--- config.mk ---
export PLATFORM = sky130hd
export DESIGN_NAME = rfile_flat
export DESIGN_NICKNAME = d
export VERILOG_FILES = /design/src/rtl/cpu_pkg.sv /design/src/rtl/rfile_if.sv /design/src/rtl/rfile.sv /design/src/flat_wrapper.sv
export SDC_FILE = /design/constraint.sdc
export NUM_CORES = 2
export LEC_CHECK = 0
export ABC_CLOCK_PERIOD_IN_PS = 4700
export BUFFER_PORTS_ARGS = -buffer_cell sky130_fd_sc_hd__buf_4
export CORE_AREA = 2 2 300 377
export CTS_BUF_LIST = sky130_fd_sc_hd__clkbuf_2
export CTS_CLUSTER_DIAMETER = 30
export DETAILED_ROUTE_END_ITERATION = 10
export DIE_AREA = 0 0 302 379
export PLACE_DENSITY = 0.66
export SLEW_MARGIN = 20
export SYNTH_ARGS = -nofsm -noshare
export SYNTH_HDL_FRONTEND = slang
export SYNTH_SLANG_ARGS = --single-unit
export TNS_END_PERCENT = 30
--- constraint.sdc ---
create_clock -name clock -period 4.7 [get_ports clock]
set_clock_uncertainty 0.05 [all_clocks]
set_input_delay 0.235 -clock clock [delete_from_list [all_inputs] [get_ports clock]]
set_output_delay 0.235 -clock clock [all_outputs]
set_load 0.05 [all_outputs]
--- src/rtl/cpu_pkg.sv ---
package cpu_pkg;

  localparam int XLEN  = 32;
  localparam int NREGS = 32;

  typedef logic [XLEN-1:0] word_t;
  typedef logic [4:0]      reg_addr_t;
  typedef logic [15:0]     imm_t;

  // Instruction field positions
  localparam int OP_MSB  = 31;
  localparam int OP_LSB  = 26;
  localparam int RD_MSB  = 25;
  localparam int RD_LSB  = 21;
  localparam int RS_MSB  = 20;
  localparam int RS_LSB  = 16;
  localparam int RT_MSB  = 15;
  localparam int RT_LSB  = 11;
  localparam int IMM_MSB = 15;
  localparam int IMM_LSB = 0;

  localparam int ADDR_LSB = 2; // Word index starts above the byte offset

  // Code 0 and all unlisted codes run as a no-operation
  typedef enum logic [5:0] {
    OP_ADD  = 6'h01,
    OP_SUB  = 6'h02,
    OP_AND  = 6'h03,
    OP_OR   = 6'h04,
    OP_SLT  = 6'h05,
    OP_ADDI = 6'h06,
    OP_LW   = 6'h07,
    OP_SW   = 6'h08,
    OP_BEQ  = 6'h09,
    OP_HALT = 6'h3f
  } opcode_e;

  typedef enum logic [2:0] {
    ALU_ADD,
    ALU_SUB,
    ALU_AND,
    ALU_OR,
    ALU_SLT
  } alu_op_e;

  typedef enum logic [1:0] {
    EX_RUN,
    EX_MEM_WAIT,
    EX_HALTED
  } exec_state_e;

  function automatic word_t sext_imm(imm_t imm);
    return {{(XLEN - 16){imm[15]}}, imm};
  endfunction

  // Branch offset counts words from the instruction after the BEQ
  function automatic word_t branch_target(word_t pc, imm_t imm);
    return pc + 32'd4 + (sext_imm(imm) << 2);
  endfunction

  // Register form, rd <= rs op rt
  function automatic word_t enc_r(opcode_e op, reg_addr_t rd, reg_addr_t rs, reg_addr_t rt);
    return {op, rd, rs, rt, 11'b0};
  endfunction

  // Immediate form; SW stores rd and BEQ compares rd with rs
  function automatic word_t enc_i(opcode_e op, reg_addr_t rd, reg_addr_t rs, imm_t imm);
    return {op, rd, rs, imm};
  endfunction

endpackage

--- src/rtl/rfile_if.sv ---
`timescale 1ns/1ps

interface rfile_if;
  import cpu_pkg::*;

  reg_addr_t rd_addr1;
  reg_addr_t rd_addr2;
  word_t     rd_data1;  // Combinational read data
  word_t     rd_data2;
  reg_addr_t wr_addr;
  logic      wr_enable;
  word_t     wr_data;

  modport core (
    output rd_addr1, rd_addr2, wr_addr, wr_enable, wr_data,
    input  rd_data1, rd_data2
  );

  modport rfile (
    input  rd_addr1, rd_addr2, wr_addr, wr_enable, wr_data,
    output rd_data1, rd_data2
  );

endinterface

--- src/rtl/rfile.sv ---
`timescale 1ns/1ps

module rfile (
  input  logic  clock,
  input  logic  reset,
  rfile_if.rfile rf
);
  import cpu_pkg::*;

  word_t regs [1:NREGS-1]; // No storage behind r0

  always_ff @(posedge clock) begin
    if (reset) begin
      for (int i = 1; i < NREGS; i++) begin
        regs[i] <= '0;
      end
    end else if (rf.wr_enable && rf.wr_addr != '0) begin
      regs[rf.wr_addr] <= rf.wr_data;
    end
  end

  // Reads see the old value during a write cycle
  always_comb begin
    if (rf.rd_addr1 == '0) begin
      rf.rd_data1 = '0;
    end else begin
      rf.rd_data1 = regs[rf.rd_addr1];
    end
  end

  always_comb begin
    if (rf.rd_addr2 == '0) begin
      rf.rd_data2 = '0;
    end else begin
      rf.rd_data2 = regs[rf.rd_addr2];
    end
  end

endmodule

--- src/flat_wrapper.sv ---
// flat-port wrapper written by rule: the top's interface ports become plain ports
module rfile_flat import cpu_pkg::*;
  (clock, reset, rf_rd_addr1, rf_rd_addr2, rf_wr_addr, rf_wr_enable, rf_wr_data, rf_rd_data1, rf_rd_data2);
  rfile_if rf_i ();
  input  logic clock;
  input  logic reset;
  input wire logic [$bits(rf_i.rd_addr1)-1:0] rf_rd_addr1;
  input wire logic [$bits(rf_i.rd_addr2)-1:0] rf_rd_addr2;
  input wire logic [$bits(rf_i.wr_addr)-1:0] rf_wr_addr;
  input wire logic [$bits(rf_i.wr_enable)-1:0] rf_wr_enable;
  input wire logic [$bits(rf_i.wr_data)-1:0] rf_wr_data;
  output wire logic [$bits(rf_i.rd_data1)-1:0] rf_rd_data1;
  output wire logic [$bits(rf_i.rd_data2)-1:0] rf_rd_data2;
  assign rf_i.rd_addr1 = rf_rd_addr1;
  assign rf_i.rd_addr2 = rf_rd_addr2;
  assign rf_i.wr_addr = rf_wr_addr;
  assign rf_i.wr_enable = rf_wr_enable;
  assign rf_i.wr_data = rf_wr_data;
  assign rf_rd_data1 = rf_i.rd_data1;
  assign rf_rd_data2 = rf_i.rd_data2;
  rfile u_core (.clock(clock), .reset(reset), .rf(rf_i));
endmodule
==> results <==
- The run finished with clean final reports.
- For this run, the detailed router's first-pass iteration total came to 8.
- The multi-input gate area in the final layout is 0.0228 mm^2.
- The share of power burned in combinational logic is 15.0%.
- In this run the tightest slew margin relative to its limit is 23.5%.
- The number of warning messages in the yosys log is 0.
- The number of setup violations in the final report is 0.
- For this design the total switching power over the nets is 5.96 mW.
- The final global-route overflow total is 0.
- The critical-path maximum fanout is 2.
- Counting flops and latches in the post-synthesis netlist gives 1024.
- The CTS buffer count is 240.
- The most used flip-flop cell after synthesis is edfxtp_1.
- The global-route wire length before repair is 278 mm.
- Setup repair after global routing left no endpoint under its margin.
- The number of endpoints with negative hold slack in the final report is 0.
- The register with the most flip-flops in the layout has 1024 of them.
- The filler cell count in the final layout is 8991.
- In the synthesized netlist, the number of instances is 3792.
- The clock sink count is 1024.
- The master cell of the clock root buffer is clkbuf_2.
- The startpoint-to-endpoint class of the critical path is flop to output pin.
- The post-synthesis cell type with the largest combined area is edfxtp_1.
- The routed wirelength normalized by instance count is 35.4 um.
- The power density over the cells is 335 mW/mm^2.
- The clock-pin slew of the registers on the worst-case setup and hold paths is 120 ps.
- The share of power burned in the clock network is 32.0%.
- The final net count is 4051.
- During placement, the flow inserted port buffers numbering 113.
- The initial antenna violation count is 21.
- The total negative slack for setup checks is 0 ps.
- The top cell types in the final layout, fill and taps aside, are 1024 x edfxtp_1, 993 x and2_1, 336 x clkbuf_2.
- Across the whole layout, storage elements account for 0.0307 mm^2.
- The vertical extent of the die is 379 um.
- The critical path capture point type is an output pin.
- The min-delay analysis places its worst path in the category input port to flop.
- The mean instance size in the synthesized netlist is 14.5 um^2.
- The fraction of power spent switching nets is 29.2%.
- The share of synthesized area in the top cell type comes to 55.8%.
- The number of gates resized after cts is 0.
- After synthesis, the netlist uses 41 different library cells.
- Sequential cells were found to cover 55.8% of the synthesized design area.
- The routed design uses 23.2 mm of met3 wire.
- The detailed router finished its first iteration with 5940 violations.
- By area the synthesized netlist is led by edfxtp_1 56%, mux4_2 12%, and2_1 11%.
- The routed design could run at a clock period as short as 4350 ps.
- After detailed routing, the number of vias per cell comes to 6.73.
- Wire segments on met2 add up to 93.9 mm in the final route.
- The number of vias in the routed layout is 38100.
- The top routing layer in use is met5.
- The global-route usage over all layers is 35.1%.
- The total design power is 20.4 mW.
- The starting density of the core is 49.7%.
- The total internal power is 14.4 mW.
- STA classifies the critical path startpoint as a flop.
- The H-tree depth reported by CTS is 4.
- The sum of routed wire length over all layers is 200 mm.
- The slew at the pin closest to its max-slew limit is 1150 ps.
- Data on the critical path arrives at its endpoint at 4070 ps.
- The count of maximum capacitance violations is 0.
- The detail route stage leaves a number of antenna-violating nets equal to 0.
- For this design the top-level I/O count stands at 114.
- After detailed routing, the wire length on met1 is 70.0 mm.
- The floorplan step defined a die boundary enclosing 0.114 mm^2.
- The post-detailed-route DRC marker count is 0.
- For this design the static power due to leakage is 22.0 nW.
- The fraction of the core area covered by cells at the end of the flow is 55.0%.
- The final clock period utilization by the worst path is 92.6%.
- The number of rows in the core area is 137.
- Based on the critical path, the design can be clocked at up to 230 MHz.
- The synthesis-to-layout area growth is 10.7%.
- In this run the horizontal extent of the chip is 302 um.
- Summed over all nets, the half-perimeter wirelength after detailed placement is 115 mm.
- The register with the most flip-flops is u_core.regs.
- The number of global-route vias before repair was 38000.
- Leaving out fill and tap cells, the most frequent cell in the layout is edfxtp_1.
- The share of total power dissipated in sequential elements is 53.0%.
- The number of max-slew violations in the final report came to 0.
- The fraction of layout instances using a drive strength above 1 is 26.1%.
- Data on the critical path is required at its endpoint by 4410 ps.
- The congestion estimate from routability-driven global placement came to 0.871.
- Of all flip-flops after synthesis, the portion carrying an async set or reset was 0%.
- No sink is reached through more buffers than the 3 on the longest clock path.
- The number of enable-type register cells in the synthesized netlist is 1024.
- The worst supply voltage drop on vdd is 0.194 mV.
- The mapped netlist covers 0.0551 mm^2.
- Entering global routing, the biggest net connects 87 pins.
- The TritonCTS clock tree is built.
- The total area inside the core boundary comes to 0.111 mm^2.
- The largest registers in the layout are u_core.regs: 1024 flops.
-- final cells by class --
| class | count | area share (%) |
|---|---|---|
| Clock inverter | 97 | 1.31 |
| Antenna cell | 9 | 0.0370 |
| Timing Repair Buffer | 347 | 4.98 |
| Tap cell | 1459 | 3.00 |
| Inverter | 2 | 0.0144 |
| Sequential cell | 1024 | 50.5 |
| Clock buffer | 334 | 2.74 |
| Multi-Input combinational cell | 2386 | 37.5 |
-- power by group through the flow --
stage | clock [mW] | sequential, mW | combinational, mW
final | 6.54 | 10.8 | 3.06
after global routing | 7.03 | 10.9 | 3.13
after CTS | 6.60 | 10.8 | 3.00
after detailed placement | 0 | 11.0 | 2.93
after global placement | 0 | 11.0 | 2.92
after floorplan | 0 | 10.9 | 1.88
-- Yosys cell counts (2+ instances only) --
master        n
a211oi_1     64
a21oi_1      32
a221oi_1     31
a221oi_2     16
a22oi_1      64
a311oi_1     32
and2_1      994
buf_2        56
buf_4        47
buf_6        13
clkbuf_1    293
edfxtp_1   1024
inv_1         2
mux2_2       64
mux2i_1     320
mux4_1       54
mux4_2      298
nand2_1     101
nand2b_1      2
nand3b_1      4
nand4_1      32
nor2_1       37
nor2b_1      37
o2111ai_1    17
o21ai_0      47
o221ai_1     64
or2_2        31
or3_1         2
or3b_1        2
-- logic make-up (layout without fill, tap and decap cells) --
group	Yosys count	after routing	share of synthesized area (%)
multiplexers	736	736	21.9
buffers and inverters	413	780	3.45
AND/OR/NAND/NOR	1251	1251	13.6
AO/OA/AOI/OAI	367	367	5.19
other	1	41	0.00681
flip-flops	1024	1024	55.8
-- worst max-delay path: stages (launching register included) --
cell and delay, ps:
edfxtp_1 420, mux4_1 510, mux2_2 290, a221oi_1 600, a211oi_1 280, buf_4 280
-- final timing paths --
kind | startpoint | endpoint | slack, ps | cells past startpoint
worst min-delay path | rf_wr_data[24] | u_core.regs[0][24]$_DFFE_PP_ | 320 | 4
worst max-delay path | u_core.regs[26][20]$_SDFFCE_PN0P_ | rf_rd_data2[20] | 350 | 5
-- per-stage QoR --
stage | worst slack (ps) | instance area, um^2 | hold WS [ps] | instances
2_1_floorplan | 1830 | 55200 | 284 | 3823
3_3_place_gp | 1100 | 57600 | 592 | 5131
3_5_place_dp | 1050 | 57600 | 594 | 5131
4_1_cts | 236 | 60900 | 176 | 5644
5_1_grt | 214 | 60900 | 167 | 5655
6_report | 346 | 60900 | 315 | 5658
-- layer usage --
metal  vias to the layer above  GRT usage [%]
met4                         8           20.9
li1                      15100              -
met1                     19200           43.0
met5                         -              0
met2                      2983           55.6
met3                       749           9.56
-- what timing repair did --
| action | CTS | global route |
|---|---|---|
| hold buffers | 82 | 5 |
| buffers inserted | 0 | 0 |
| hold endpoints to repair | 2016 | 156 |
(Power assumes the default switching activity.)
