==> src/rtl/cpu_pkg.sv <==
package cpu_pkg;

  localparam int XLEN  = 32;
  localparam int NREGS = 32;

  typedef logic [XLEN-1:0] word_t;
  typedef logic [4:0]      reg_addr_t;
  typedef logic [15:0]     imm_t;

  // Instruction field positions
  localparam int OP_MSB  = 31;
  localparam int OP_LSB  = 26;
  localparam int RD_MSB  = 25;
  localparam int RD_LSB  = 21;
  localparam int RS_MSB  = 20;
  localparam int RS_LSB  = 16;
  localparam int RT_MSB  = 15;
  localparam int RT_LSB  = 11;
  localparam int IMM_MSB = 15;
  localparam int IMM_LSB = 0;

  localparam int ADDR_LSB = 2; // Word index starts above the byte offset

  // Code 0 and all unlisted codes run as a no-operation
  typedef enum logic [5:0] {
    OP_ADD  = 6'h01,
    OP_SUB  = 6'h02,
    OP_AND  = 6'h03,
    OP_OR   = 6'h04,
    OP_SLT  = 6'h05,
    OP_ADDI = 6'h06,
    OP_LW   = 6'h07,
    OP_SW   = 6'h08,
    OP_BEQ  = 6'h09,
    OP_HALT = 6'h3f
  } opcode_e;

  typedef enum logic [2:0] {
    ALU_ADD,
    ALU_SUB,
    ALU_AND,
    ALU_OR,
    ALU_SLT
  } alu_op_e;

  typedef enum logic [1:0] {
    EX_RUN,
    EX_MEM_WAIT,
    EX_HALTED
  } exec_state_e;

  function automatic word_t sext_imm(imm_t imm);
    return {{(XLEN - 16){imm[15]}}, imm};
  endfunction

  // Branch offset counts words from the instruction after the BEQ
  function automatic word_t branch_target(word_t pc, imm_t imm);
    return pc + 32'd4 + (sext_imm(imm) << 2);
  endfunction

  // Register form, rd <= rs op rt
  function automatic word_t enc_r(opcode_e op, reg_addr_t rd, reg_addr_t rs, reg_addr_t rt);
    return {op, rd, rs, rt, 11'b0};
  endfunction

  // Immediate form; SW stores rd and BEQ compares rd with rs
  function automatic word_t enc_i(opcode_e op, reg_addr_t rd, reg_addr_t rs, imm_t imm);
    return {op, rd, rs, imm};
  endfunction

endpackage

==> src/rtl/cpu_mem_if.sv <==
`timescale 1ns/1ps

interface cpu_mem_if;
  import cpu_pkg::*;

  word_t addr;        // Byte address
  logic  rd;
  logic  wr;
  word_t wr_data;
  word_t rd_data;     // Valid when rd is high and waitrequest low
  logic  waitrequest;

  modport master (
    output addr, rd, wr, wr_data,
    input  rd_data, waitrequest
  );

  modport slave (
    input  addr, rd, wr, wr_data,
    output rd_data, waitrequest
  );

endinterface

==> src/rtl/rfile_if.sv <==
`timescale 1ns/1ps

interface rfile_if;
  import cpu_pkg::*;

  reg_addr_t rd_addr1;
  reg_addr_t rd_addr2;
  word_t     rd_data1;  // Combinational read data
  word_t     rd_data2;
  reg_addr_t wr_addr;
  logic      wr_enable;
  word_t     wr_data;

  modport core (
    output rd_addr1, rd_addr2, wr_addr, wr_enable, wr_data,
    input  rd_data1, rd_data2
  );

  modport rfile (
    input  rd_addr1, rd_addr2, wr_addr, wr_enable, wr_data,
    output rd_data1, rd_data2
  );

endinterface

==> src/rtl/alu.sv <==
`timescale 1ns/1ps

module alu (
  input  cpu_pkg::alu_op_e op,
  input  cpu_pkg::word_t   a,
  input  cpu_pkg::word_t   b,
  output cpu_pkg::word_t   result
);
  import cpu_pkg::*;

  logic lt_signed;

  assign lt_signed = $signed(a) < $signed(b);

  always_comb begin
    case (op)
      ALU_ADD: begin
        result = a + b; // Also ADDI and load/store addresses
      end
      ALU_SUB: begin
        result = a - b;
      end
      ALU_AND: begin
        result = a & b;
      end
      ALU_OR: begin
        result = a | b;
      end
      ALU_SLT: begin
        result = {{(XLEN - 1){1'b0}}, lt_signed};
      end
      default: begin
        result = '0;
      end
    endcase
  end

endmodule

==> src/rtl/pipeline.sv <==
`timescale 1ns/1ps

module pipeline (
  input  logic               clock,
  input  logic               reset,
  input  logic               run,
  cpu_mem_if.master          imem,
  cpu_mem_if.master          dmem,
  rfile_if.core              rf,
  output logic               retire_valid,
  output cpu_pkg::word_t     retire_pc,
  output cpu_pkg::reg_addr_t retire_rd,
  output cpu_pkg::word_t     retire_data,
  output logic               halted
);
  import cpu_pkg::*;

  word_t       pc;           // Address of the next fetch
  logic        run_q;
  logic        fetch_pend;   // Second cycle of an instruction read
  logic        fetch_start;
  logic        fetch_accept;
  logic        hold_valid;
  word_t       hold_instr;
  word_t       hold_pc;
  logic        hold_take;

  exec_state_e ex_state;
  logic        ex_valid;
  word_t       ex_instr;
  word_t       ex_pc;
  logic        ex_done;
  logic        ex_stop;
  logic        halt_now;
  logic        redirect;
  opcode_e     op;
  reg_addr_t   f_rd;
  reg_addr_t   f_rs;
  reg_addr_t   f_rt;
  imm_t        imm;
  logic        use_imm;
  alu_op_e     alu_op;
  word_t       alu_b;
  word_t       alu_result;
  reg_addr_t   wb_rd;
  word_t       wb_data;

  // Decode
  assign op   = opcode_e'(ex_instr[OP_MSB:OP_LSB]);
  assign f_rd = ex_instr[RD_MSB:RD_LSB];
  assign f_rs = ex_instr[RS_MSB:RS_LSB];
  assign f_rt = ex_instr[RT_MSB:RT_LSB];
  assign imm  = ex_instr[IMM_MSB:IMM_LSB];

  assign use_imm = (op == OP_ADDI) || (op == OP_LW) || (op == OP_SW);

  always_comb begin
    case (op)
      OP_SUB:  alu_op = ALU_SUB;
      OP_AND:  alu_op = ALU_AND;
      OP_OR:   alu_op = ALU_OR;
      OP_SLT:  alu_op = ALU_SLT;
      default: alu_op = ALU_ADD;
    endcase
  end

  // SW and BEQ need rd as a source
  assign rf.rd_addr1 = f_rs;
  assign rf.rd_addr2 = (op == OP_SW || op == OP_BEQ) ? f_rd : f_rt;

  assign alu_b = use_imm ? sext_imm(imm) : rf.rd_data2;

  alu u_alu (
    .op     (alu_op),
    .a      (rf.rd_data1),
    .b      (alu_b),
    .result (alu_result)
  );

  assign dmem.addr    = alu_result;
  assign dmem.rd      = ex_valid && (op == OP_LW);
  assign dmem.wr      = ex_valid && (op == OP_SW);
  assign dmem.wr_data = rf.rd_data2;

  // A load finishes only once waitrequest drops
  always_comb begin
    case (ex_state)
      EX_RUN:      ex_done = ex_valid && !(dmem.rd && dmem.waitrequest);
      EX_MEM_WAIT: ex_done = !dmem.waitrequest;
      default:     ex_done = 1'b0;
    endcase
  end

  assign halt_now = ex_done && (op == OP_HALT);
  assign redirect = ex_done && (op == OP_BEQ) && (rf.rd_data1 == rf.rd_data2);
  assign ex_stop  = (ex_state == EX_HALTED) || halt_now;

  always_comb begin
    wb_rd   = '0;
    wb_data = '0;
    case (op)
      OP_ADD, OP_SUB, OP_AND, OP_OR, OP_SLT, OP_ADDI: begin
        wb_rd   = f_rd;
        wb_data = alu_result;
      end
      OP_LW: begin
        wb_rd   = f_rd;
        wb_data = dmem.rd_data;
      end
      OP_SW: begin
        wb_data = rf.rd_data2; // Stored word shown on the trace
      end
      default: begin
      end
    endcase
  end

  // r0 destination makes the write a no-op in the register file
  assign rf.wr_enable = ex_done;
  assign rf.wr_addr   = wb_rd;
  assign rf.wr_data   = wb_data;

  // Fetch side
  assign hold_take    = hold_valid && (!ex_valid || ex_done) && !redirect && !ex_stop;
  assign fetch_accept = imem.rd && !imem.waitrequest;
  assign fetch_start  = run_q && !fetch_pend && !redirect && !ex_stop &&
                        (!hold_valid || hold_take);

  assign imem.addr    = pc;
  assign imem.rd      = fetch_pend || fetch_start;
  assign imem.wr      = 1'b0;
  assign imem.wr_data = '0;

  always_ff @(posedge clock) begin
    if (reset) begin
      pc         <= '0;
      run_q      <= 1'b0;
      fetch_pend <= 1'b0;
      hold_valid <= 1'b0;
    end else begin
      run_q      <= run;
      fetch_pend <= imem.rd && imem.waitrequest;
      if (redirect) begin
        pc <= branch_target(ex_pc, imm);
      end else if (fetch_accept) begin
        pc <= pc + 32'd4;
      end
      if (redirect) begin
        hold_valid <= 1'b0; // Drops the held word and any word landing now
      end else if (fetch_accept) begin
        hold_valid <= 1'b1;
      end else if (hold_take) begin
        hold_valid <= 1'b0;
      end
    end
  end

  always_ff @(posedge clock) begin
    if (fetch_accept) begin
      hold_instr <= imem.rd_data;
      hold_pc    <= pc;
    end
  end

  always_ff @(posedge clock) begin
    if (reset) begin
      ex_state     <= EX_RUN;
      ex_valid     <= 1'b0;
      retire_valid <= 1'b0;
      halted       <= 1'b0;
    end else begin
      case (ex_state)
        EX_RUN: begin
          if (dmem.rd && dmem.waitrequest) begin
            ex_state <= EX_MEM_WAIT;
          end else if (halt_now) begin
            ex_state <= EX_HALTED;
          end
        end
        EX_MEM_WAIT: begin
          if (!dmem.waitrequest) begin
            ex_state <= EX_RUN;
          end
        end
        default: begin
          ex_state <= EX_HALTED; // Left only through reset
        end
      endcase
      if (hold_take) begin
        ex_valid <= 1'b1;
      end else if (ex_done) begin
        ex_valid <= 1'b0;
      end
      retire_valid <= ex_done;
      halted       <= (ex_state == EX_HALTED); // One cycle after HALT retires
    end
  end

  always_ff @(posedge clock) begin
    if (hold_take) begin
      ex_instr <= hold_instr;
      ex_pc    <= hold_pc;
    end
    if (ex_done) begin
      retire_pc   <= ex_pc;
      retire_rd   <= wb_rd;
      retire_data <= wb_data;
    end
  end

  a_imem_addr_hold: assert property (@(posedge clock) disable iff (reset)
    (imem.rd && imem.waitrequest) |=> (imem.rd && $stable(imem.addr)));

  a_dmem_addr_hold: assert property (@(posedge clock) disable iff (reset)
    (dmem.rd && dmem.waitrequest) |=> (dmem.rd && $stable(dmem.addr)));

  a_no_retire_halted: assert property (@(posedge clock) disable iff (reset)
    halted |-> !retire_valid);

endmodule

==> src/flat_wrapper.sv <==
// flat-port wrapper written by rule: the top's interface ports become plain ports
module pipeline_flat import cpu_pkg::*;
  (clock, reset, run, retire_valid, retire_pc, retire_rd, retire_data, halted, imem_addr, imem_rd, imem_wr, imem_wr_data, imem_rd_data, imem_waitrequest, dmem_addr, dmem_rd, dmem_wr, dmem_wr_data, dmem_rd_data, dmem_waitrequest, rf_rd_addr1, rf_rd_addr2, rf_wr_addr, rf_wr_enable, rf_wr_data, rf_rd_data1, rf_rd_data2);
  cpu_mem_if imem_i ();
  cpu_mem_if dmem_i ();
  rfile_if rf_i ();
  input  logic clock;
  input  logic reset;
  input  logic run;
  output logic retire_valid;
  output cpu_pkg::word_t retire_pc;
  output cpu_pkg::reg_addr_t retire_rd;
  output cpu_pkg::word_t retire_data;
  output logic halted;
  output wire logic [$bits(imem_i.addr)-1:0] imem_addr;
  output wire logic [$bits(imem_i.rd)-1:0] imem_rd;
  output wire logic [$bits(imem_i.wr)-1:0] imem_wr;
  output wire logic [$bits(imem_i.wr_data)-1:0] imem_wr_data;
  input wire logic [$bits(imem_i.rd_data)-1:0] imem_rd_data;
  input wire logic [$bits(imem_i.waitrequest)-1:0] imem_waitrequest;
  output wire logic [$bits(dmem_i.addr)-1:0] dmem_addr;
  output wire logic [$bits(dmem_i.rd)-1:0] dmem_rd;
  output wire logic [$bits(dmem_i.wr)-1:0] dmem_wr;
  output wire logic [$bits(dmem_i.wr_data)-1:0] dmem_wr_data;
  input wire logic [$bits(dmem_i.rd_data)-1:0] dmem_rd_data;
  input wire logic [$bits(dmem_i.waitrequest)-1:0] dmem_waitrequest;
  output wire logic [$bits(rf_i.rd_addr1)-1:0] rf_rd_addr1;
  output wire logic [$bits(rf_i.rd_addr2)-1:0] rf_rd_addr2;
  output wire logic [$bits(rf_i.wr_addr)-1:0] rf_wr_addr;
  output wire logic [$bits(rf_i.wr_enable)-1:0] rf_wr_enable;
  output wire logic [$bits(rf_i.wr_data)-1:0] rf_wr_data;
  input wire logic [$bits(rf_i.rd_data1)-1:0] rf_rd_data1;
  input wire logic [$bits(rf_i.rd_data2)-1:0] rf_rd_data2;
  assign imem_addr = imem_i.addr;
  assign imem_rd = imem_i.rd;
  assign imem_wr = imem_i.wr;
  assign imem_wr_data = imem_i.wr_data;
  assign imem_i.rd_data = imem_rd_data;
  assign imem_i.waitrequest = imem_waitrequest;
  assign dmem_addr = dmem_i.addr;
  assign dmem_rd = dmem_i.rd;
  assign dmem_wr = dmem_i.wr;
  assign dmem_wr_data = dmem_i.wr_data;
  assign dmem_i.rd_data = dmem_rd_data;
  assign dmem_i.waitrequest = dmem_waitrequest;
  assign rf_rd_addr1 = rf_i.rd_addr1;
  assign rf_rd_addr2 = rf_i.rd_addr2;
  assign rf_wr_addr = rf_i.wr_addr;
  assign rf_wr_enable = rf_i.wr_enable;
  assign rf_wr_data = rf_i.wr_data;
  assign rf_i.rd_data1 = rf_rd_data1;
  assign rf_i.rd_data2 = rf_rd_data2;
  pipeline u_core (.clock(clock), .reset(reset), .run(run), .imem(imem_i), .dmem(dmem_i), .rf(rf_i), .retire_valid(retire_valid), .retire_pc(retire_pc), .retire_rd(retire_rd), .retire_data(retire_data), .halted(halted));
endmodule
==> config.mk <==
export PLATFORM = sky130hd
export DESIGN_NAME = pipeline_flat
export DESIGN_NICKNAME = d
export VERILOG_FILES = /design/src/rtl/cpu_pkg.sv /design/src/rtl/cpu_mem_if.sv /design/src/rtl/rfile_if.sv /design/src/rtl/alu.sv /design/src/rtl/pipeline.sv /design/src/flat_wrapper.sv
export SDC_FILE = /design/constraint.sdc
export NUM_CORES = 1
export LEC_CHECK = 0
export BUFFER_PORTS_ARGS = -buffer_cell sky130_fd_sc_hd__buf_2
export CORE_AREA = 2 2 178 163
export CTS_CLUSTER_SIZE = 16
export DETAILED_ROUTE_END_ITERATION = 8
export DIE_AREA = 0 0 180 165
export MAX_ROUTING_LAYER = met4
export PLACE_DENSITY = 0.87
export SETUP_SLACK_MARGIN = 0.15
export SLEW_MARGIN = 20
export SYNTH_ARGS = -nofsm -noshare
export SYNTH_HDL_FRONTEND = slang
export SYNTH_HIERARCHICAL = 1
export SYNTH_SLANG_ARGS = --single-unit
==> constraint.sdc <==
create_clock -name clock -period 11.2 [get_ports clock]
set_input_delay 0.56 -clock clock [delete_from_list [all_inputs] [get_ports clock]]
set_output_delay 0.56 -clock clock [all_outputs]
set_load 0.02 [all_outputs]
==> qor.txt <==
ROUTING
------------------------------------------------------------------------------------------
Drt drc                                                                                  0
WL per Instance                                                                    23.8 um
Post-Route WL                                                                     56700 um
Number of iterations in the first detailed-routing pass                                  7
Average vias per placed instance                                                      6.25
Antenna-violating nets left                                                              0
DRC marker count from the first detailed-route iteration                              1933
Vias                                                                                 14900

GLOBAL ROUTING
------------------------------------------------------------------------------------------
Maximum number of pins on one net before global-route repair                            86
Overall overflow remaining after global route                                            0
First-pass GRT wire length                                                        83700 um
Total GRT Usage                                                                      37.9%
Via count of the first global-routing pass                                           14000
Number of antenna violations at the first check in global routing                        4

POWER
------------------------------------------------------------------------------------------
Sequential share of power                                                            41.4%
Int Pwr                                                                            1660 uW
Sw frac                                                                              29.9%
Worst IR drop on VDD                                                              0.133 mV
Relative contribution of the clock network to total power                            37.4%
Relative contribution of combinational cells to total power                          21.2%
Power Dens Cells                                                                125 mW/mm2
Cell leakage power                                                              0.00847 uW
Reported net switching power                                                        710 uW

CLOCK TREE
------------------------------------------------------------------------------------------
Sinks on Clock Net                                                                     237
Library cell used as clock root buffer                                           clkbuf_16
Longest Clk Path Bufs                                                                    3
Clock tree from TritonCTS                                                            built
Number of resized instances in the post-cts repair step                                  0
Number of buffers inserted during clock tree synthesis                                  26
Clock edge transition at the registers on the reported setup and hold paths        0.06 ns
Deepest level of the CTS H-tree                                                          1
Quantity of hold-fixing buffers added after cts                                          0
Worst skew pair latency                                                            0.54 ns
Number of buffers inserted to repair setup after CTS                                     0

CELLS AND AREA
------------------------------------------------------------------------------------------
Register area                                                                  0.00672 mm2
Share of cells above drive strength 1                                                22.4%
Total of fill cells in the finished design                                            2173
NumNets Final                                                                         2292
Area grow syn2layout                                                                 15.2%
Util after Layout                                                                    68.5%
Most common cell after layout, fill and taps aside                                   buf_2
Area of combinational cells with multiple inputs                               0.00849 mm2
Commonest cells after routing, fill and taps aside                            buf_2 (350), edfxtp_1 (197), nand2_1 (168), ha_1 (163), inv_1 (135)

PLACE
------------------------------------------------------------------------------------------
Detailed-placement wirelength estimate                                            42700 um
Last weighted congestion value of the routability-driven placer                       1.02
Input/output buffers                                                                   350

WORST SETUP PATH
------------------------------------------------------------------------------------------
Data arrival time of the critical path                                             6.50 ns
Type of the worst setup path                                                       reg2out
Endpoint class of the critical path                                           primary output
Startpoint type of the worst setup path                                               flop
Required time worst endpoint                                                      10.64 ns
Most prevalent standard cell on the critical path                                  nand2_1
Biggest cell delay along the critical path                                         0.70 ns
Biggest fanout along the worst timing path                                              17
Worst Reg-to-Reg Cells                                                                  18
Chain of cells forming the critical path                                      nor3_1, nand2_1, a21oi_2, nand2_1, nand2_1, inv_1, ha_1, or3b_1, a31oi_1, a31oi_1, or4_1, o21a_1, o41ai_2, a41o_2, xnor2_1, o22ai_1, a222oi_1, inv_1, buf_2
CP max-delay cell                                                                  nand2_1

FLOORPLANNING
------------------------------------------------------------------------------------------
Top-Level Pins                                                                         384
Overall die area                                                                0.0297 mm2
Floorplan core area                                                             0.0276 mm2
Die Y-Extent                                                                        165 um
Chip width                                                                          180 um
Initial core utilization                                                             59.4%
Rows                                                                                    58

STA
------------------------------------------------------------------------------------------
Hold violation total from the final report                                               0
Highest Clock Rate                                                               0.142 GHz
Setup repair after global routing missed its margin                                  false
Final count of negative-setup-slack endpoints                                            0
Slew at the pin with the worst max-slew slack                                     0.934 ns
Final count of pins violating max slew                                                   0
Post-layout minimum cycle time                                                     7.06 ns
Setup tns final                                                                       0 ns
Worst relative slew slack                                                            37.8%
Final worst-path cycle share                                                         63.0%
Clock skew after layout                                                          0.0140 ns

WORST HOLD PATH
------------------------------------------------------------------------------------------
Type of the most critical hold path                                                 in2reg
Worst Hold Depth                                                                         1

SYNTH
------------------------------------------------------------------------------------------
Warnings from Yosys                                                                      6
Count of mapped cells out of synthesis                                                1714
Leading register cell type out of synthesis                                       edfxtp_1
Cell type with the largest total area after synthesis                             edfxtp_1
FFs w/ async S/R, synth                                                                 0%
Post-synthesis instance area                                                    0.0164 mm2
Number of enable flip-flop cells after synthesis                                       197
Synth Area per Inst                                                               9.59 um2
Count of different cell masters after synthesis                                         87
Sequential cell area fraction in the yosys report                                    40.9%
Share of the synthesized area in the top cell type                                   36.0%
Synth top area cells                                                          edfxtp_1 (36%), ha_1 (12%), dfxtp_1 (4.9%)
Number of register bits inferred by synthesis                                          237

FLOW RUN
------------------------------------------------------------------------------------------
Number of violations of the max-capacitance limit                                        0

OUTCOME
------------------------------------------------------------------------------------------
Outcome                                                                       complete, no violations

-- worst paths after layout --
kind                  startpoint  slack [ns]                      to
min             imem_rd_data[19]        0.19   u_core/hold_instr[19]
max reg2reg  u_core/ex_instr[27]        5.14  u_core/retire_data[29]
min reg2reg    u_core/hold_pc[4]        0.42         u_core/ex_pc[4]
max          u_core/ex_instr[27]        4.14          rf_wr_data[29]
-- sequential cells by signal (all words and copies together), names as in the netlist --
register / count
u_core/hold_pc: 32
u_core/fetch_pend: 1
u_core/retire_valid: 1
u_core/retire_data: 32
u_core/ex_instr: 32
u_core/ex_valid: 1
u_core/ex_state: 2
u_core/ex_pc: 32
u_core/retire_pc: 32
u_core/halted: 1
u_core/hold_valid: 1
u_core/retire_rd: 5
u_core/hold_instr: 32
u_core/run_q: 1
u_core/imem.addr: 32
-- cell usage after synthesis (4+ instances only) --
cell	number
nand4_1	38
clkbuf_1	50
o21ai_0	84
o31ai_1	7
buf_2	14
and4_1	4
xnor2_1	69
or3_1	10
nor2b_1	15
nand2b_1	17
edfxtp_1	197
nor3_1	32
nand2_1	168
mux2i_1	15
a211oi_1	36
o21bai_1	8
a211o_1	4
or4_1	6
a31o_2	4
o211ai_1	12
mux2_2	5
and2_1	11
ha_1	163
nand3_1	28
a21oi_1	111
or2_2	9
nor2_1	112
o21a_1	10
inv_1	136
and3_1	17
xor2_1	31
a21o_1	23
buf_4	72
o22ai_1	21
nor3b_1	4
nor4_1	8
a31oi_1	14
dfxtp_1	40
a222oi_1	32
-- final cells by class --
| class | instances | share of cell area (%) |
|---|---|---|
| Multi-Input combinational cell | 1226 | 44.8 |
| Clock buffer | 35 | 3.99 |
| Inverter | 140 | 2.78 |
| Tap cell | 360 | 2.38 |
| Antenna cell | 4 | 0.0529 |
| Clock inverter | 13 | 0.747 |
| Timing Repair Buffer | 362 | 9.73 |
| Sequential cell | 237 | 35.5 |
-- worst max-delay path: cells and delay by family, from the launching register on --
family,cells,cell delay [ns]
xor+xnor,1,0.13
compound gates,8,2.07
simple gates,6,2.40
fa+ha+maj,1,0.47
flops,1,0.51
buf+inv,3,0.36
-- cell families after synthesis --
logic type               synth area share (%)
AO/OA/AOI/OAI                            17.1
XOR/XNOR                                 5.33
adder cells (fa/ha/maj)                  12.8
buffers and inverters                    8.41
flip-flops                               40.9
multiplexers                             1.26
other                                  0.0228
AND/OR/NAND/NOR                          14.3
-- power by group through the flow --
stage | Clock (uW) | Sequential [uW] | Combinational, uW
final | 888 | 982 | 504
after global routing | 925 | 983 | 540
after global placement | 0 | 999 | 484
after detailed placement | 0 | 1000 | 490
after CTS | 893 | 982 | 493
after floorplan | 0 | 1000 | 335
-- layer usage --
metal  track usage (%)  wire length [um]  share of wire [%]
met5                 -                 0                  0
met4              19.4              3260                5.7
met3              6.24              5530                9.8
met2              59.6             25800                 46
met1              47.7             22100                 39
-- through the flow --
stage,power [uW],hold slack [ns],cells,cell area (um2),worst slack [ns]
6_report,2370,0.194,2377,18900,4.14
5_1_grt,2450,0.181,2377,18900,3.62
4_1_cts,2370,0.179,2373,18900,3.82
3_5_place_dp,1490,0.405,2325,18000,4.41
3_3_place_gp,1480,0.400,2325,18000,4.72
2_1_floorplan,1340,0.400,1746,16600,5.97
Power figures use the tool's default switching activity.
